`src/verilog/neopixel_pkg.sv`:
```
package neopixel_pkg;

    //////////////////////////////////////////////////
    // Widths and sizes
    //////////////////////////////////////////////////

    // One GRB pixel word, green byte first on the line
    localparam int pixel_w = 24;

    // Phase timer and all timing inputs
    localparam int counter_w = 16;

    // Pixel count per frame
    localparam int max_pixels  = 64;
    localparam int pixel_cnt_w = 7;

    // Pixel FIFO depth, kept a power of two
    localparam int fifo_depth = 8;

    // Bit position inside the active word
    localparam int bit_idx_w = 5;

    //////////////////////////////////////////////////
    // Controller states
    //////////////////////////////////////////////////

    typedef enum logic [2:0] {
        st_idle     = 3'd0,
        st_bit_high = 3'd1,
        st_bit_low  = 3'd2,
        st_latch    = 3'd3,
        st_sleep    = 3'd4
    } ctrl_state_e;

endpackage
```
`src/verilog/neopixel_top.sv`:
```
`timescale 1ns/1ns

module neopixel_top (
    input  logic                                 clk_i,
    input  logic                                 rst_n_i,
    input  logic                                 wr_req_i,
    input  logic [neopixel_pkg::pixel_w-1:0]     wr_data_i,
    input  logic [neopixel_pkg::counter_w-1:0]   t0h_i,
    input  logic [neopixel_pkg::counter_w-1:0]   t0l_i,
    input  logic [neopixel_pkg::counter_w-1:0]   t1h_i,
    input  logic [neopixel_pkg::counter_w-1:0]   t1l_i,
    input  logic [neopixel_pkg::counter_w-1:0]   t_latch_i,
    input  logic [neopixel_pkg::counter_w-1:0]   sleep_i,
    input  logic [neopixel_pkg::pixel_cnt_w-1:0] num_pixels_i,
    output logic                                 wr_ack_o,
    output logic                                 data_o
);

    // Host port to FIFO
    logic                             push;
    logic [neopixel_pkg::pixel_w-1:0] push_data;

    // FIFO to controller and shifter
    logic                             pop;
    logic [neopixel_pkg::pixel_w-1:0] pop_data;
    logic                             empty;
    logic                             full;

    // Timer and shifter control
    logic                               timer_clear;
    logic                               timer_en;
    logic [neopixel_pkg::counter_w-1:0] count;
    logic                               load;
    logic                               load_zero;
    logic                               shift;
    logic                               cur_bit;
    logic                               last_bit;

    neopixel_host_if u_host_if (
        .clk_i       (clk_i),
        .rst_n_i     (rst_n_i),
        .wr_req_i    (wr_req_i),
        .wr_data_i   (wr_data_i),
        .fifo_full_i (full),
        .wr_ack_o    (wr_ack_o),
        .push_o      (push),
        .push_data_o (push_data)
    );

    neopixel_pixel_fifo u_fifo (
        .clk_i       (clk_i),
        .rst_n_i     (rst_n_i),
        .push_i      (push),
        .push_data_i (push_data),
        .pop_i       (pop),
        .pop_data_o  (pop_data),
        .empty_o     (empty),
        .full_o      (full)
    );

    neopixel_phase_timer u_timer (
        .clk_i   (clk_i),
        .rst_n_i (rst_n_i),
        .clear_i (timer_clear),
        .en_i    (timer_en),
        .count_o (count)
    );

    neopixel_grb_shifter u_shifter (
        .clk_i       (clk_i),
        .rst_n_i     (rst_n_i),
        .load_i      (load),
        .load_zero_i (load_zero),
        .load_data_i (pop_data),
        .shift_i     (shift),
        .bit_o       (cur_bit),
        .last_bit_o  (last_bit)
    );

    neopixel_controller u_ctrl (
        .clk_i         (clk_i),
        .rst_n_i       (rst_n_i),
        .fifo_empty_i  (empty),
        .count_i       (count),
        .bit_i         (cur_bit),
        .last_bit_i    (last_bit),
        .t0h_i         (t0h_i),
        .t0l_i         (t0l_i),
        .t1h_i         (t1h_i),
        .t1l_i         (t1l_i),
        .t_latch_i     (t_latch_i),
        .sleep_i       (sleep_i),
        .num_pixels_i  (num_pixels_i),
        .fifo_pop_o    (pop),
        .timer_clear_o (timer_clear),
        .timer_en_o    (timer_en),
        .load_o        (load),
        .load_zero_o   (load_zero),
        .shift_o       (shift),
        .data_o        (data_o)
    );

endmodule

```
`src/verilog/neopixel_controller.sv`:
```
`timescale 1ns/1ns

module neopixel_controller (
    input  logic                                 clk_i,
    input  logic                                 rst_n_i,
    input  logic                                 fifo_empty_i,
    input  logic [neopixel_pkg::counter_w-1:0]   count_i,
    input  logic                                 bit_i,
    input  logic                                 last_bit_i,
    input  logic [neopixel_pkg::counter_w-1:0]   t0h_i,
    input  logic [neopixel_pkg::counter_w-1:0]   t0l_i,
    input  logic [neopixel_pkg::counter_w-1:0]   t1h_i,
    input  logic [neopixel_pkg::counter_w-1:0]   t1l_i,
    input  logic [neopixel_pkg::counter_w-1:0]   t_latch_i,
    input  logic [neopixel_pkg::counter_w-1:0]   sleep_i,
    input  logic [neopixel_pkg::pixel_cnt_w-1:0] num_pixels_i,
    output logic                                 fifo_pop_o,
    output logic                                 timer_clear_o,
    output logic                                 timer_en_o,
    output logic                                 load_o,
    output logic                                 load_zero_o,
    output logic                                 shift_o,
    output logic                                 data_o
);

    //////////////////////////////////////////////////
    // Phase end detection
    //////////////////////////////////////////////////

    neopixel_pkg::ctrl_state_e state_q, state_d;

    logic [neopixel_pkg::pixel_cnt_w-1:0] pix_q, pix_d;
    logic                                 data_q;

    // Phase lengths for the bit on the line
    logic [neopixel_pkg::counter_w-1:0] t_high;
    logic [neopixel_pkg::counter_w-1:0] t_low;
    logic                               high_done;
    logic                               low_done;
    logic                               latch_done;
    logic                               sleep_done;
    logic                               more_pixels;

    assign t_high = bit_i ? t1h_i : t0h_i;
    assign t_low  = bit_i ? t1l_i : t0l_i;

    // Timer starts at zero, so a phase ends on length minus one
    assign high_done  = (count_i == t_high - 1'b1);
    assign low_done   = (count_i == t_low - 1'b1);
    assign latch_done = (count_i == t_latch_i - 1'b1);
    assign sleep_done = (count_i == sleep_i - 1'b1);

    // Another pixel still owed in this frame
    assign more_pixels = (pix_q < num_pixels_i - 1'b1);

    //////////////////////////////////////////////////
    // Next state
    //////////////////////////////////////////////////

    always_comb begin
        state_d       = state_q;
        pix_d         = pix_q;
        fifo_pop_o    = 1'b0;
        timer_clear_o = 1'b0;
        timer_en_o    = 1'b0;
        load_o        = 1'b0;
        load_zero_o   = 1'b0;
        shift_o       = 1'b0;

        case (state_q)
            neopixel_pkg::st_idle: begin
                // Hold timer at zero for the first high phase
                timer_clear_o = 1'b1;
                pix_d         = '0;
                if (!fifo_empty_i && (num_pixels_i != '0)) begin
                    fifo_pop_o = 1'b1;
                    load_o     = 1'b1;
                    state_d    = neopixel_pkg::st_bit_high;
                end
            end

            neopixel_pkg::st_bit_high: begin
                timer_en_o = 1'b1;
                if (high_done) begin
                    timer_clear_o = 1'b1;
                    state_d       = neopixel_pkg::st_bit_low;
                end
            end

            neopixel_pkg::st_bit_low: begin
                timer_en_o = 1'b1;
                if (low_done) begin
                    timer_clear_o = 1'b1;
                    if (!last_bit_i) begin
                        // Next bit of the same word
                        shift_o = 1'b1;
                        state_d = neopixel_pkg::st_bit_high;
                    end else if (more_pixels) begin
                        // Next pixel, black when the FIFO ran dry
                        pix_d       = pix_q + 1'b1;
                        load_o      = 1'b1;
                        load_zero_o = fifo_empty_i;
                        fifo_pop_o  = !fifo_empty_i;
                        state_d     = neopixel_pkg::st_bit_high;
                    end else begin
                        state_d = neopixel_pkg::st_latch;
                    end
                end
            end

            neopixel_pkg::st_latch: begin
                timer_en_o = 1'b1;
                if (latch_done) begin
                    timer_clear_o = 1'b1;
                    // No sleep configured, straight back to idle
                    state_d = (sleep_i != '0) ? neopixel_pkg::st_sleep
                                              : neopixel_pkg::st_idle;
                end
            end

            neopixel_pkg::st_sleep: begin
                timer_en_o = 1'b1;
                if (sleep_done) begin
                    timer_clear_o = 1'b1;
                    state_d       = neopixel_pkg::st_idle;
                end
            end

            default: begin
                state_d = neopixel_pkg::st_idle;
            end
        endcase
    end

    //////////////////////////////////////////////////
    // Registers
    //////////////////////////////////////////////////

    always_ff @(posedge clk_i) begin
        if (!rst_n_i) begin
            state_q <= neopixel_pkg::st_idle;
            pix_q   <= '0;
            data_q  <= 1'b0;
        end else begin
            state_q <= state_d;
            pix_q   <= pix_d;
            // Line follows the high state one cycle later
            data_q  <= (state_q == neopixel_pkg::st_bit_high);
        end
    end

    assign data_o = data_q;

endmodule

```
`src/verilog/neopixel_grb_shifter.sv`:
```
`timescale 1ns/1ns

module neopixel_grb_shifter (
    input  logic                             clk_i,
    input  logic                             rst_n_i,
    input  logic                             load_i,
    input  logic                             load_zero_i,
    input  logic [neopixel_pkg::pixel_w-1:0] load_data_i,
    input  logic                             shift_i,
    output logic                             bit_o,
    output logic                             last_bit_o
);

    // Active pixel word, sent MSB first
    logic [neopixel_pkg::pixel_w-1:0]   word_q;
    // Position of the bit on the line
    logic [neopixel_pkg::bit_idx_w-1:0] idx_q;

    always_ff @(posedge clk_i) begin
        if (load_i) begin
            // Underrun pixels go out as black
            word_q <= load_zero_i ? '0 : load_data_i;
        end else if (shift_i) begin
            word_q <= {word_q[neopixel_pkg::pixel_w-2:0], 1'b0};
        end
    end

    always_ff @(posedge clk_i) begin
        if (!rst_n_i) begin
            idx_q <= '0;
        end else if (load_i) begin
            idx_q <= '0;
        end else if (shift_i) begin
            idx_q <= idx_q + 1'b1;
        end
    end

    assign bit_o = word_q[neopixel_pkg::pixel_w-1];

    // Bit 23 of the word is on the line
    assign last_bit_o =
        (idx_q == (neopixel_pkg::bit_idx_w)'(neopixel_pkg::pixel_w - 1));

endmodule

```
`src/verilog/neopixel_phase_timer.sv`:
```
`timescale 1ns/1ns

module neopixel_phase_timer (
    input  logic                               clk_i,
    input  logic                               rst_n_i,
    input  logic                               clear_i,
    input  logic                               en_i,
    output logic [neopixel_pkg::counter_w-1:0] count_o
);

    logic [neopixel_pkg::counter_w-1:0] count_q;

    always_ff @(posedge clk_i) begin
        if (!rst_n_i) begin
            count_q <= '0;
        end else if (clear_i) begin
            // Clear wins over enable
            count_q <= '0;
        end else if (en_i && (count_q != '1)) begin
            // Sticks at all ones so a long phase never wraps back
            count_q <= count_q + 1'b1;
        end
    end

    assign count_o = count_q;

endmodule

```
`src/verilog/neopixel_pixel_fifo.sv`:
```
`timescale 1ns/1ns

module neopixel_pixel_fifo (
    input  logic                             clk_i,
    input  logic                             rst_n_i,
    input  logic                             push_i,
    input  logic [neopixel_pkg::pixel_w-1:0] push_data_i,
    input  logic                             pop_i,
    output logic [neopixel_pkg::pixel_w-1:0] pop_data_o,
    output logic                             empty_o,
    output logic                             full_o
);

    // Storage, no reset on the words
    logic [neopixel_pkg::pixel_w-1:0] mem_q [neopixel_pkg::fifo_depth];

    // Pointers wrap naturally since depth is a power of two
    logic [$clog2(neopixel_pkg::fifo_depth)-1:0] wr_ptr_q;
    logic [$clog2(neopixel_pkg::fifo_depth)-1:0] rd_ptr_q;

    // One extra bit so a full buffer is representable
    logic [$clog2(neopixel_pkg::fifo_depth):0] count_q;

    logic push_ok;
    logic pop_ok;

    // Drop push when full and pop when empty
    assign push_ok = push_i && !full_o;
    assign pop_ok  = pop_i && !empty_o;

    always_ff @(posedge clk_i) begin
        if (!rst_n_i) begin
            wr_ptr_q <= '0;
            rd_ptr_q <= '0;
            count_q  <= '0;
        end else begin
            if (push_ok) begin
                wr_ptr_q <= wr_ptr_q + 1'b1;
            end
            if (pop_ok) begin
                rd_ptr_q <= rd_ptr_q + 1'b1;
            end
            // Occupancy tracks the net change
            case ({push_ok, pop_ok})
                2'b10:   count_q <= count_q + 1'b1;
                2'b01:   count_q <= count_q - 1'b1;
                default: count_q <= count_q;
            endcase
        end
    end

    always_ff @(posedge clk_i) begin
        if (push_ok) begin
            mem_q[wr_ptr_q] <= push_data_i;
        end
    end

    // Head word always presented, pop only advances
    assign pop_data_o = mem_q[rd_ptr_q];
    assign empty_o    = (count_q == '0);
    // MSB of the count set only at exactly fifo_depth
    assign full_o     = count_q[$clog2(neopixel_pkg::fifo_depth)];

endmodule

```
`src/verilog/neopixel_host_if.sv`:
```
`timescale 1ns/1ns

module neopixel_host_if (
    input  logic                             clk_i,
    input  logic                             rst_n_i,
    input  logic                             wr_req_i,
    input  logic [neopixel_pkg::pixel_w-1:0] wr_data_i,
    input  logic                             fifo_full_i,
    output logic                             wr_ack_o,
    output logic                             push_o,
    output logic [neopixel_pkg::pixel_w-1:0] push_data_o
);

    // Ack register doubles as the handshake state
    // Low means waiting for req, high means waiting for req to drop
    logic                             ack_q;
    logic                             push_q;
    logic [neopixel_pkg::pixel_w-1:0] data_q;
    logic                             accept;

    // New request taken only with room in the FIFO
    assign accept = !ack_q && wr_req_i && !fifo_full_i;

    always_ff @(posedge clk_i) begin
        if (!rst_n_i) begin
            ack_q  <= 1'b0;
            push_q <= 1'b0;
        end else begin
            // Push lasts a single cycle
            push_q <= 1'b0;
            if (accept) begin
                ack_q  <= 1'b1;
                push_q <= 1'b1;
            end else if (ack_q && !wr_req_i) begin
                // Host released req, close the handshake
                ack_q <= 1'b0;
            end
        end
    end

    // Word captured together with the push
    always_ff @(posedge clk_i) begin
        if (accept) begin
            data_q <= wr_data_i;
        end
    end

    assign wr_ack_o    = ack_q;
    assign push_o      = push_q;
    assign push_data_o = data_q;

endmodule

```
`config.mk`:
```
export PLATFORM = sky130hd
export DESIGN_NAME = neopixel_top
export DESIGN_NICKNAME = d
export VERILOG_FILES = /design/src/verilog/neopixel_pkg.sv /design/src/verilog/neopixel_top.sv /design/src/verilog/neopixel_controller.sv /design/src/verilog/neopixel_grb_shifter.sv /design/src/verilog/neopixel_phase_timer.sv /design/src/verilog/neopixel_pixel_fifo.sv /design/src/verilog/neopixel_host_if.sv
export SDC_FILE = /design/constraint.sdc
export NUM_CORES = 1
export LEC_CHECK = 0
export BUFFER_PORTS_ARGS = -buffer_cell sky130_fd_sc_hd__buf_2
export CAP_MARGIN = 0
export CORE_ASPECT_RATIO = 1.75
export CORE_UTILIZATION = 30
export CTS_CLUSTER_DIAMETER = 30
export DETAILED_ROUTE_END_ITERATION = 16
export PLACE_DENSITY = 0.46
export SLEW_MARGIN = 30
export SYNTH_ARGS = -nofsm -noshare
export SYNTH_HDL_FRONTEND = slang
export SYNTH_SLANG_ARGS = --single-unit
```
`constraint.sdc`:
```
create_clock -name clk_i -period 7.4 [get_ports clk_i]
set_input_delay 0.74 -clock clk_i [delete_from_list [all_inputs] [get_ports clk_i]]
set_output_delay 0.74 -clock clk_i [all_outputs]
set_load 0.02 [all_outputs]
```
* After elaboration in Yosys (flattened, before gate mapping) *
Memories as Yosys holds them, arrays and structs flattened. A register that Yosys moved wholly into a read port is not among the register bits.
Index checks and enable logic that the tools add are counted.

cells by class
  add/subtract/negate cells = 12
  order comparisons = 1
  equal/unequal tests = 19
  mux-type cells = 48
  bitwise operators = 1
  reductions and logical operators = 24

operators by type and width
  cell                   number
  $mux 24                3
  $eq 16x16->1           4
  $sub 16x1->16 const B  4
  $mux 16                2
  $mux 3                 9
  $mux 1                 24
  $mux 7                 3
  $add 16x1->16 const B  1
  $ne 16x16->1 const B   1
  $reduce_bool 16->1     1
  $pmux 3 s5             1
  $ne 2x1->1 const B     7
  $pmux 7 s2             1
  $pmux 4 s2             1
  $reduce_bool 2->1      4
  $add 7x1->7 const B    1
  $logic_and 1x1->1      7
  $lt 7x7->1             1
  $reduce_bool 7->1      1
  $sub 7x1->7 const B    1
  $add 3x1->3 const B    2
  $eq 3x2->1 const B     2
  $add 5x1->5 const B    1
  $eq 5x5->1 const B     1
  other kinds (17)       22

word-level totals
  bits in registers = 92
  memory bits (writable) = 192
  input port bits = 130
  output and inout port bits = 2
  logic and storage cells = 118
  memories kept = 1

memories
  name          depth  bits a word  read ports  clocked after memory_dff  write ports  line                       source
  u_fifo.mem_q  8      24           1           1                         1            neopixel_pixel_fifo.sv:15  logic [neopixel_pkg::pixel_w-1:0] mem_q [neopixel_pkg::fifo_depth];

* Depth between registers and ports, before layout *
Gate-level depths: netlist (run 1).

  word-level depth = 9
  gate-level depth with buffers = 22
  mapped depth without buffers = 19

* Cells and area by module *
A second synthesis (run 1) with hierarchy kept.

second synthesis, totals
  cell total of the unflattened synthesis = 1048
  area, all modules = 14500.2 sq um

by module, submodules not included
  module                instances  cells each  area an instance (sq um)  sequential area each (sq um)
  neopixel_pixel_fifo   1          350         7940.1                    6025.8
  neopixel_controller   1          496         3658.5                    220.2
  neopixel_grb_shifter  1          80          1244.9                    820.8
  neopixel_phase_timer  1          91          864.6                     320.3
  neopixel_host_if      1          31          792.0                     760.7

* Least setup slack after synthesis (run 1) *
No wires, ideal clock.

  path type = register to register
  start = reg u_shifter.word_q[23] in the netlist's numbering
  end = reg u_shifter.word_q[0] in the netlist's numbering (enable)
  setup time = 438 ps
  arrival = 5036 ps
  data required time = 6962 ps
  path slack = 1925 ps
  cell stages (with the launch flop) = 17
  path buffers = 7
  clock period less this slack = 5475 ps
  cell sequence = edfxtp_1 buf_6 buf_6 buf_6 buf_6 buf_6 buf_2 mux2i_1 ha_1 nor4bb_1 o21a_1 nand2_1 a2111oi_2 and4_4 a21oi_2 clkbuf_1 o21ai_0

between the ends
  longest elaborated chain between the ends = 6
  elaborated cells between the ends (all ways) = 8
  classes of those cells = add/sub (1); eq/ne (1); mux (5); reduce/logical (1)

RTL lines
  item                                         line                        source
  start, declared                              neopixel_grb_shifter.sv:15  logic [neopixel_pkg::pixel_w-1:0] word_q;
  start signal, assigned                       neopixel_grb_shifter.sv:22  word_q <= load_zero_i ? '0 : load_data_i;
  start signal, assigned                       neopixel_grb_shifter.sv:24  word_q <= {word_q[neopixel_pkg::pixel_w-2:0], 1'b0};
  $mux 16 *                                    neopixel_controller.sv:45   assign t_low = bit_i ? t1l_i : t0l_i;
  $sub 16x1->16 *                              neopixel_controller.sv:49   assign low_done = (count_i == t_low - 1'b1);
  $eq 16x16->1 *                               neopixel_controller.sv:49
  $mux 1                                       neopixel_controller.sv:92   if (low_done) begin
  $pmux 1 s2 / $mux 1 (equally long branches)  neopixel_controller.sv:70   case (state_q)
  $reduce_bool 2->1 (no line) *                n/a

Every way passes the cells marked *; elsewhere a longest branch is shown, timed or not.
A chain may end at the register's enable or synchronous reset.

* Worst setup path in the final report (run 1) *
  start = reg u_shifter.word_q[23] in the netlist's numbering
  end = reg u_fifo.count_q[2] in the netlist's numbering

between the ends
  longest elaborated chain between the ends = 8
  elaborated cells between the ends (all ways) = 10
  classes of those cells = add/sub (1); eq/ne (3); mux (4); reduce/logical (2)

RTL lines
  item                                                    line                       source
  $mux 16 *                                               neopixel_controller.sv:45
  $sub 16x1->16 *                                         neopixel_controller.sv:49
  $eq 16x16->1 *                                          neopixel_controller.sv:49
  $mux 1 *                                                neopixel_controller.sv:92
  $pmux 1 s2 *                                            neopixel_controller.sv:70
  $logic_and 1x1->1 *                                     neopixel_pixel_fifo.sv:29  assign pop_ok = pop_i && !empty_o;
  via u_fifo.pop_ok                                       neopixel_pixel_fifo.sv:25  logic pop_ok;
  $eq 2x1->1 / $eq 2x2->1 (equally long branches)         neopixel_pixel_fifo.sv:44  case ({push_ok, pop_ok})
  $pmux 4 s2 / $reduce_bool 2->1 (equally long branches)  n/a
  end signal, assigned                                    neopixel_pixel_fifo.sv:45  2'b10: count_q <= count_q + 1'b1;
  end signal, assigned                                    neopixel_pixel_fifo.sv:46  2'b01: count_q <= count_q - 1'b1;
  end signal, assigned                                    neopixel_pixel_fifo.sv:47  default: count_q <= count_q;
  end, declared                                           neopixel_pixel_fifo.sv:22  logic [$clog2(neopixel_pkg::fifo_depth):0] count_q;

Mark *: on every way through the listed nets, which the timed path passes. The rest lies on a longest branch.

==> impl_metrics.ini, run 1 <==
[timing]
tightest_slew_ps = 1137
finalHoldViolCount = 0
min_period_ps = 5301
fin_crit_sh_pct = 71.64
finalSetupTns_ps = 0
whs_ps = 364.4
final_max_slew_viol_count = 0
rsz0062_at_grt = no
clock.fmax_mhz = 188.6
clock_skew_ps = 27.26
setup_violations = 0
max-slew-margin-rel_pct = 23.48

[logic_synthesis]
synth_seq_cells = 287
synth_top_area_cell = edfxtp_1
synth-edff-count = 240
synthArstFlopShare_pct = 0
ys_types = 79
synth_fp_nets = 1254
avgSynthCellArea_um2 = 13.16
synth_cells = 1104
synth_top_area_share_pct = 49.62
synth_flop_cell = edfxtp_1
synth-seq-area-share_pct = 56.09
synth.area.top_cells = edfxtp_1 50%, mux4_2 7.4%, dfxtp_1 6.5%, mux2i_1 4.3%, xnor2_1 3.7%
synth_area_um2 = 14530
synth.yosys.warnings = 0

[cts]
clock_path_buffers = 3
cts_setup_buffers = 0
cts_max_level = 2
clock-sinks = 287
cts.clk_slew.worst_paths_ps = 60
insertion_delay_ps = 550
cts_resized = 0
root_buffer = clkbuf_16
tritoncts = done
cts_buffers = 43
hold_buffers = 0

[flow_run]
drv_cap = 0

[cells_and_area]
nets = 1390
layout-drive-gt1-share_pct = 25.18
multi_input_area_um2 = 6065
final.fill_count = 4660
register_area_um2 = 8153
diodes = 0
syn2layout_area_growth_pct = 19.34

[routing]
wl_um = 39140
post_drt_wl_per_cell_um = 20.94
drt-initial-drc-count = 392
vias_per_cell = 5.207
drt_pass1_iterations = 6
dr_total_vias = 9732
antenna_left = 0
drc_errors = 0

[floorplan]
die_x_um = 168.3
start_util_pct = 30.42
die_h_um = 293.1
die_area_um2 = 49340
ios = 132
num_rows = 106
core_um2 = 47750

[grt]
grt_max_degree = 58
grt.total_usage_pct = 16.02
grt-ovfl-total = 0
grt_pass1_wl_um = 59150
antenna_found_initial = 2
grt_pass1_vias = 10130

[power]
p_comb_share_pct = 11.8
power.density_nw_per_um2 = 252.9
p_leak_uw = 0.005730
internal_power_uw = 3228
power.share.switching_pct = 26.38
peakVddDrop_mv = 0.1665
clkPwrFrac_pct = 45.9
switching_power_uw = 1156
seq_power_share_pct = 42.4

[setup_path]
arrival_ps = 5750
crit_required_ps = 7850
crit_fanout = 51
end_kind = flop
path_class = flop to flop
cp-start-kind = flop

[place]
place_hpwl_um = 27000
io_buffers = 131
place.gp.congestion = 0.8376

[min_path]
hold_class = input port to flop

[outcome]
outcome = finished, final reports clean
-- power groups by stage --
stage	sequential [uW]	clock, uW	combinational (uW)
4_1_cts	1860	2070	527
6_report	1860	2010	515
3_5_place_dp	1890	0	526
3_3_place_gp	1890	0	522
2_1_floorplan	1870	0	379
5_1_grt	1860	2130	573
-- state kept, by name, summed over array words and instances (netlist names), named ones only --
signal,flops
u_fifo.count_q,4
u_host_if.wr_ack_o,1
u_ctrl.state_q,3
u_fifo.wr_ptr_q,3
u_fifo.mem_q,192
u_host_if.push_data_o,24
u_ctrl.data_o,1
u_ctrl.pix_q,7
u_host_if.push_o,1
u_timer.count_o,16
u_shifter.word_q,24
u_fifo.rd_ptr_q,3
u_shifter.idx_q,5
-- layout by cell type, fill, tap and decap left out, drive strengths merged, types with 7 or more instances in the layout --
cell type  instances
a21oi             30
or3               19
nand2             46
xor2              44
a31oi              8
clkbuf            47
nor2              50
and3               8
nor4              33
nor3              33
buf              158
nand3             24
o21a               9
mux4              48
clkinv            13
xnor2             61
o41ai             23
inv               31
mux2i             63
ha                20
edfxtp           240
and2              10
or3b               7
dfxtp             47
nand4             12
nor4b              9
o21ai             51
nand2b            14
or4               13
-- final cells by class --
class                   count  share of cell area, %
multi-input cells         734                  34.99
inverters                  16                 0.3465
clock buffers              47                  6.417
clock inverters            33                  1.956
well taps                 594                  4.288
flip-flops and latches    287                  47.03
repair buffers            158                  4.973
-- cells in the mapped netlist (18+ instances only) --
cell type and instances:
a21oi_1 29, clkbuf_1 48, dfxtp_1 47, edfxtp_1 240, ha_1 20, mux2i_1 63
mux4_2 48, nand2_1 46, nand3_1 24, nor2_1 50, nor3_1 32, nor4_1 33
o21ai_0 50, o41ai_1 23, or3_1 18, xnor2_1 61, xor2_1 44
-- worst max-delay path, cell delays in order, from the launching register on --
cell	delay [ps]
edfxtp_1	590
buf_4	480
or4b_1	570
a222oi_1	520
a21oi_1	180
nor4b_1	330
and4_4	310
a21oi_4	60
buf_4	310
nor3_2	470
ha_1	370
xor2_1	100
ha_1	200
a21oi_1	150
xor2_1	90
or3_1	310
a21oi_1	140
-- kinds of logic after synthesis --
family / after synthesis / share of synthesized area, %
XOR/XNOR: 105 / 6.331
flip-flops: 287 / 56.09
adder cells (fa/ha/maj): 20 / 1.723
buffers and inverters: 83 / 2.481
AND/OR/NAND/NOR: 311 / 12.34
AO/OA/AOI/OAI: 183 / 8.933
multiplexers: 115 / 12.09
-- per-layer routing --
| metal | GRT usage [%] | part of all wire [%] | vias up |
|---|---|---|---|
| li1 | - | - | 4647 |
| met1 | 15.43 | 35 | 4782 |
| met2 | 32.61 | 57 | 219 |
| met3 | 2.101 | 3.4 | 80 |
| met4 | 7.627 | 4.2 | 4 |
| met5 | 0 | 0.059 | - |
-- path summary, 6_finish.rpt --
| kind | startpoint | to | slack (ps) | cells after the start |
|---|---|---|---|---|
| hold reg to reg | u_fifo.rd_ptr_q[2] | flop | 480 | 2 |
| setup reg to reg | u_shifter.word_q[23] | u_fifo.count_q[2] | 2100 | 16 |
| setup / recovery | u_shifter.word_q[23] | u_fifo.count_q[2] | 2100 | 16 |
| hold / removal | wr_data_i[3] | u_host_if.push_data_o[3] | 360 | 1 |
-- through the flow --
stage | area [um^2] | instances | utilization (%) | setup slack, ps | total power [uW]
2_1_floorplan | 14530 | 1104 | - | 1925 | 2253
3_3_place_gp | 15880 | 1789 | 33.26 | 2052 | 2411
3_5_place_dp | 15880 | 1789 | 33.27 | 1962 | 2417
4_1_cts | 17330 | 1869 | 36.31 | 2101 | 4451
5_1_grt | 17330 | 1869 | 36.31 | 1528 | 4566
6_report | 17330 | 1869 | 36.31 | 2099 | 4384
(Power assumes the default switching activity.)
==> run 2: changes to the inputs <==
--- a/config.mk
+++ b/config.mk
@@ -11,7 +11,7 @@
 export CORE_UTILIZATION = 30
 export CTS_CLUSTER_DIAMETER = 30
 export DETAILED_ROUTE_END_ITERATION = 16
-export PLACE_DENSITY = 0.46
+export PLACE_DENSITY = 0.48
 export SLEW_MARGIN = 30
 export SYNTH_ARGS = -nofsm -noshare
 export SYNTH_HDL_FRONTEND = slang
==> constraint.sdc (replaced) <==
create_clock -name clk_i -period 4.4 [get_ports clk_i]
set_input_delay 0.44 -clock clk_i [delete_from_list [all_inputs] [get_ports clk_i]]
set_output_delay 0.44 -clock clk_i [all_outputs]
set_load 0.02 [all_outputs]
==> run 2 against run 1 <==
Net effect:
- combinational power grew 78%
- wire length grew 0.35%
- worst setup slack got worse by 1600 ps
- hold slack lost 310 ps
- largest power group unchanged
- highest routed layer is now met4
- total power increased by 68%
==> impl_metrics.ini, run 2 (synthesis results as in run 1) <==
[outcome]
outcome = finished, final reports clean

[cts]
clock-sinks = 287
cts_setup_buffers = 0
cts_buffers = 42
clock_path_buffers = 3
root_buffer = clkbuf_16
cts_resized = 0
insertion_delay_ps = 550
tritoncts = done
hold_buffers = 0
cts_max_level = 2
cts.clk_slew.worst_paths_ps = 60

[grt]
antenna_found_initial = 0
grt_pass1_wl_um = 59660
grt.total_usage_pct = 16.08
grt_pass1_vias = 10280
grt-ovfl-total = 0
grt_max_degree = 58

[timing]
tightest_slew_ps = 817.9
clock_skew_ps = 26.76
finalHoldViolCount = 0
min_period_ps = 3948
max-slew-margin-rel_pct = 44.97
rsz0062_at_grt = no
final_max_slew_viol_count = 0
fin_crit_sh_pct = 89.73
finalSetupTns_ps = 0
clock.fmax_mhz = 253.3
setup_violations = 0

[routing]
post_drt_wl_per_cell_um = 20.80
vias_per_cell = 5.264
drt_pass1_iterations = 5
antenna_left = 0
drc_errors = 0
wl_um = 39280
drt-initial-drc-count = 538
dr_total_vias = 9938

[power]
peakVddDrop_mv = 0.2485
power.density_nw_per_um2 = 416.9
p_leak_uw = 0.005866
power.total_uw = 7374

[floorplan]
core_um2 = 47750
die_x_um = 168.3
start_util_pct = 30.42
die_h_um = 293.1
num_rows = 106
die_area_um2 = 49340
ios = 132

[cells_and_area]
syn2layout_area_growth_pct = 21.76
final_cell_mix = 240 x edfxtp_1, 131 x buf_2, 63 x mux2i_1
top_register = u_fifo.mem_q
nets = 1410
multi_input_area_um2 = 6137
final.fill_count = 4602
largest_reg_flops = 192
diodes = 0
register_area_um2 = 8152
mostFrequentLayoutCell = edfxtp_1
layout-drive-gt1-share_pct = 26.58

[setup_path]
rr_worst_depth = 16
path_class = flop to flop
crit_required_ps = 4870
cp-start-kind = flop
end_kind = flop
arrival_ps = 4410
crit_fanout = 33

[flow_run]
drv_cap = 0

[place]
place_hpwl_um = 27510
io_buffers = 131
place.gp.congestion = 0.8455

[min_path]
hold_class = input port to flop
hold_path_depth = 1
## run 2: cell types whose count changed in the layout (fill, tap and decap cells not counted), sizes merged
cell	previous run	this run
clkinv	13	11
buf	158	179
bufinv	2	3
clkbuf	47	49
inv	31	24
clkinvlp	3	7
## run 2: path summary, 6_finish.rpt
check	start	slack, ps	endpoint
min	wr_data_i[15]	60	u_host_if.push_data_o[15]
max	u_shifter.word_q[23]	450	u_fifo.count_q[2]
min reg2reg	u_fifo.rd_ptr_q[2]	470	flop
max reg2reg	u_shifter.word_q[23]	450	u_fifo.count_q[2]
## run 2: metrics by stage
stage / util [%] / cell area [um^2] / setup slack (ps) / hold WS (ps) / std cells
2_1_floorplan: - / 14570 / 41.32 / 445.1 / 1104
3_3_place_gp: 33.62 / 16050 / 389.5 / 453.9 / 1801
3_5_place_dp: 34.03 / 16250 / 347.0 / 464.2 / 1809
4_1_cts: 37.03 / 17680 / 335.7 / 29.54 / 1887
5_1_grt: 37.04 / 17690 / 93.39 / 35.71 / 1888
6_report: 37.04 / 17690 / 451.8 / 58.05 / 1888
## run 2: where the power goes
group / internal, uW / switching [uW]
Clock: 2020 / 1320
Combinational: 367 / 549
Sequential: 3060 / 53.4
Total: 5450 / 1920
## run 2: area by class of cell
class / instances / share of cell area (%)
flip-flops and latches: 287 / 46.09
multi-input cells: 734 / 34.70
repair buffers: 179 / 6.579
clock buffers: 49 / 6.212
well taps: 594 / 4.202
clock inverters: 29 / 1.875
inverters: 16 / 0.3396
## run 2: critical path, cell delays in order, from the launching register on
cell and delay (ps):
edfxtp_1 410, buf_12 200, or4_4 580, a222oi_1 350, buf_4 190, nand2_1 70, a2111oi_2 340, and4_4 330
a21oi_4 70, nor3_4 160, ha_4 200, xor2_1 160, ha_1 160, a21oi_1 50, xor2_1 160, or3_1 300
a21oi_1 130
## run 2: metal layers
layer / vias up / track usage, % / share of wire, %
met5: - / 0 / 0
met3: 89 / 1.940 / 3.5
met1: 4933 / 16.19 / 36
met4: 0 / 8.093 / 4.4
met2: 235 / 31.84 / 56
li1: 4681 / - / -
==> run 3: changes to the inputs <==
--- a/config.mk
+++ b/config.mk
@@ -8,10 +8,11 @@
 export BUFFER_PORTS_ARGS = -buffer_cell sky130_fd_sc_hd__buf_2
 export CAP_MARGIN = 0
 export CORE_ASPECT_RATIO = 1.75
-export CORE_UTILIZATION = 30
+export CORE_UTILIZATION = 46
 export CTS_CLUSTER_DIAMETER = 30
+export CTS_CLUSTER_SIZE = 8
 export DETAILED_ROUTE_END_ITERATION = 16
-export PLACE_DENSITY = 0.48
+export PLACE_DENSITY = 0.67
 export SLEW_MARGIN = 30
 export SYNTH_ARGS = -nofsm -noshare
 export SYNTH_HDL_FRONTEND = slang
==> run 3 against run 2 <==
Net effect:
- final area decreased by 2.9%
- flip-flop and latch count is the same
- final cell count down 12%
- total power down 3.7%
- clock power down 8.4%
- clock-buffer cell count increased by 5
- sequential power about the same
- global-route usage up 7.0 points
- combinational power shrank 2%
- core utilization up 18 points
- wire length shrank 6.4%
- critical path depth decreased by 1
- highest routed layer unchanged
==> impl_metrics.ini, run 3 (synthesis results as in run 1) <==
[floorplan]
core_um2 = 30950
num_rows = 85
die_area_um2 = 32320
ios = 132
die_h_um = 237.1
start_util_pct = 46.93
die_x_um = 136.3

[cts]
cts_max_level = 2
root_buffer = clkbuf_16
cts_buffers = 44
hold_buffers = 0
clock-sinks = 287
cts.clk_slew.worst_paths_ps = 50
clock_path_buffers = 3
cts_setup_buffers = 0
insertion_delay_ps = 560
cts_resized = 0
tritoncts = done

[routing]
drt_pass1_iterations = 7
drt-initial-drc-count = 664
antenna_left = 0
vias_per_cell = 6.042
post_drt_wl_per_cell_um = 22.13
drc_errors = 0
dr_total_vias = 10040
wl_um = 36750

[place]
pre_cts_ws_ps = 242.2
dp_cells = 1592
io_buffers = 131
place_hpwl_um = 24630
placedInstanceArea_um2 = 15770
place.gp.congestion = 0.9498

[power]
peakVddDrop_mv = 0.3198
power.density_nw_per_um2 = 413.4
power.share.switching_pct = 24.74
seq_power_share_pct = 44.2
power.total_uw = 7099
internal_power_uw = 5342
p_leak_uw = 0.005744
p_comb_share_pct = 12.7
clkPwrFrac_pct = 43.2
switching_power_uw = 1756

[grt]
grt.total_usage_pct = 23.12
antenna_found_initial = 1
grt_max_degree = 58
grt-ovfl-total = 0
grt_pass1_vias = 10340
grt_pass1_wl_um = 55460

[timing]
finalHoldViolCount = 0
clock.fmax_mhz = 240.7
max-slew-margin-rel_pct = 34.03
tightest_slew_ps = 987.3
min_period_ps = 4154
finalSetupTns_ps = 0
clock_skew_ps = 20.95
setup_ws_ps = 245.7
final_max_slew_viol_count = 0
rsz0062_at_grt = no
fin_crit_sh_pct = 94.42
setup_violations = 0

[setup_path]
crit_required_ps = 4870
crit_fanout = 34
rr_startpoint = u_shifter.word_q[23]
cp-start-kind = flop
path_class = flop to flop
arrival_ps = 4620
cp_slowest_cell = a222oi_1
reg2reg_slack_ps = 250
critPathLaunch = u_shifter.word_q[23]
path_cells = buf_12, or4_4, a222oi_1, nand2_1, a2111oi_2, and4_4, a21oi_4, nor3_4, ha_4, xor2_1, ha_1, a21oi_1, xor2_1, or3_1, a21oi_1
slowest_delay_ps = 640
end_kind = flop
rr_worst_depth = 15

[cells_and_area]
syn2layout_area_growth_pct = 18.24
largest_reg_flops = 192
final_cell_mix = 240 x edfxtp_1, 131 x buf_2, 63 x mux2i_1
nets = 1402
design_area_um2 = 17170
top_register = u_fifo.mem_q
finalNonFillerCells = 1661
mostFrequentLayoutCell = edfxtp_1
layout-drive-gt1-share_pct = 24.90

[min_path]
hold_path_depth = 1
worstHoldStart = wr_data_i[17]
hold_class = input port to flop

[outcome]
outcome = finished, final reports clean

[flow_run]
drv_cap = 0
==> run 3: cell types whose count changed in the layout (fill, tap and decap cells not counted), sizes merged <==
cell / change
clkbuf: +5
buf: -10
diode: +1
clkinvlp: -6
bufinv: -2
inv: -8
clkinv: -4
==> run 3: final timing paths <==
check | to
min | u_host_if.push_data_o[17]
min reg2reg | u_host_if.wr_ack_o
max | u_fifo.count_q[2]
max reg2reg | u_fifo.count_q[2]
==> run 3: area by class of cell <==
type,instances,area (um^2)
multi-input combinational,734,6137
timing repair buffer,169,1041
antenna,1,2.502
fill,2535,13770
clock inverter,9,132.6
tap,391,489.2
clock buffer,54,1159
sequential,287,8153
inverter,16,60.06
==> run 3: per-stage QoR <==
stage | utilization, % | hold slack (ps)
2_1_floorplan | - | 445.1
3_3_place_gp | 50.88 | 454.0
3_5_place_dp | 50.95 | 474.4
4_1_cts | 55.12 | 38.50
5_1_grt | 55.49 | 42.78
6_report | 55.49 | 60.58
==> run 3: power groups by stage <==
stage | combinational (uW) | sequential (uW) | clock [uW]
global placement | 868 | 3190 | 0
floorplan | 648 | 3150 | 0
finish | 898 | 3140 | 3060
detailed placement | 898 | 3190 | 0
CTS | 904 | 3140 | 3130
global route | 975 | 3150 | 3230
==> run 3: per-layer routing <==
layer / routed length, um / part of all wire, % / global-route usage [%] / vias to the layer above
met5: 0 / 0 / 0 / -
met4: 2254 / 6.1 / 15.79 / 0
met3: 1457 / 4.0 / 3.361 / 113
met2: 20870 / 57 / 44.99 / 314
met1: 12170 / 33 / 21.18 / 4965
li1: - / - / - / 4643
==> run 3: worst max-delay path, delay by kind of cell, from the launching register on <==
kind	cells	cell delay, ps
AOI/OAI and AO/OA	5	1260
xor gates and xnor gates	2	310
adders and majority gates	2	360
buffers and inverters	1	190
DFF	1	410
and+or+nand+nor	5	1520
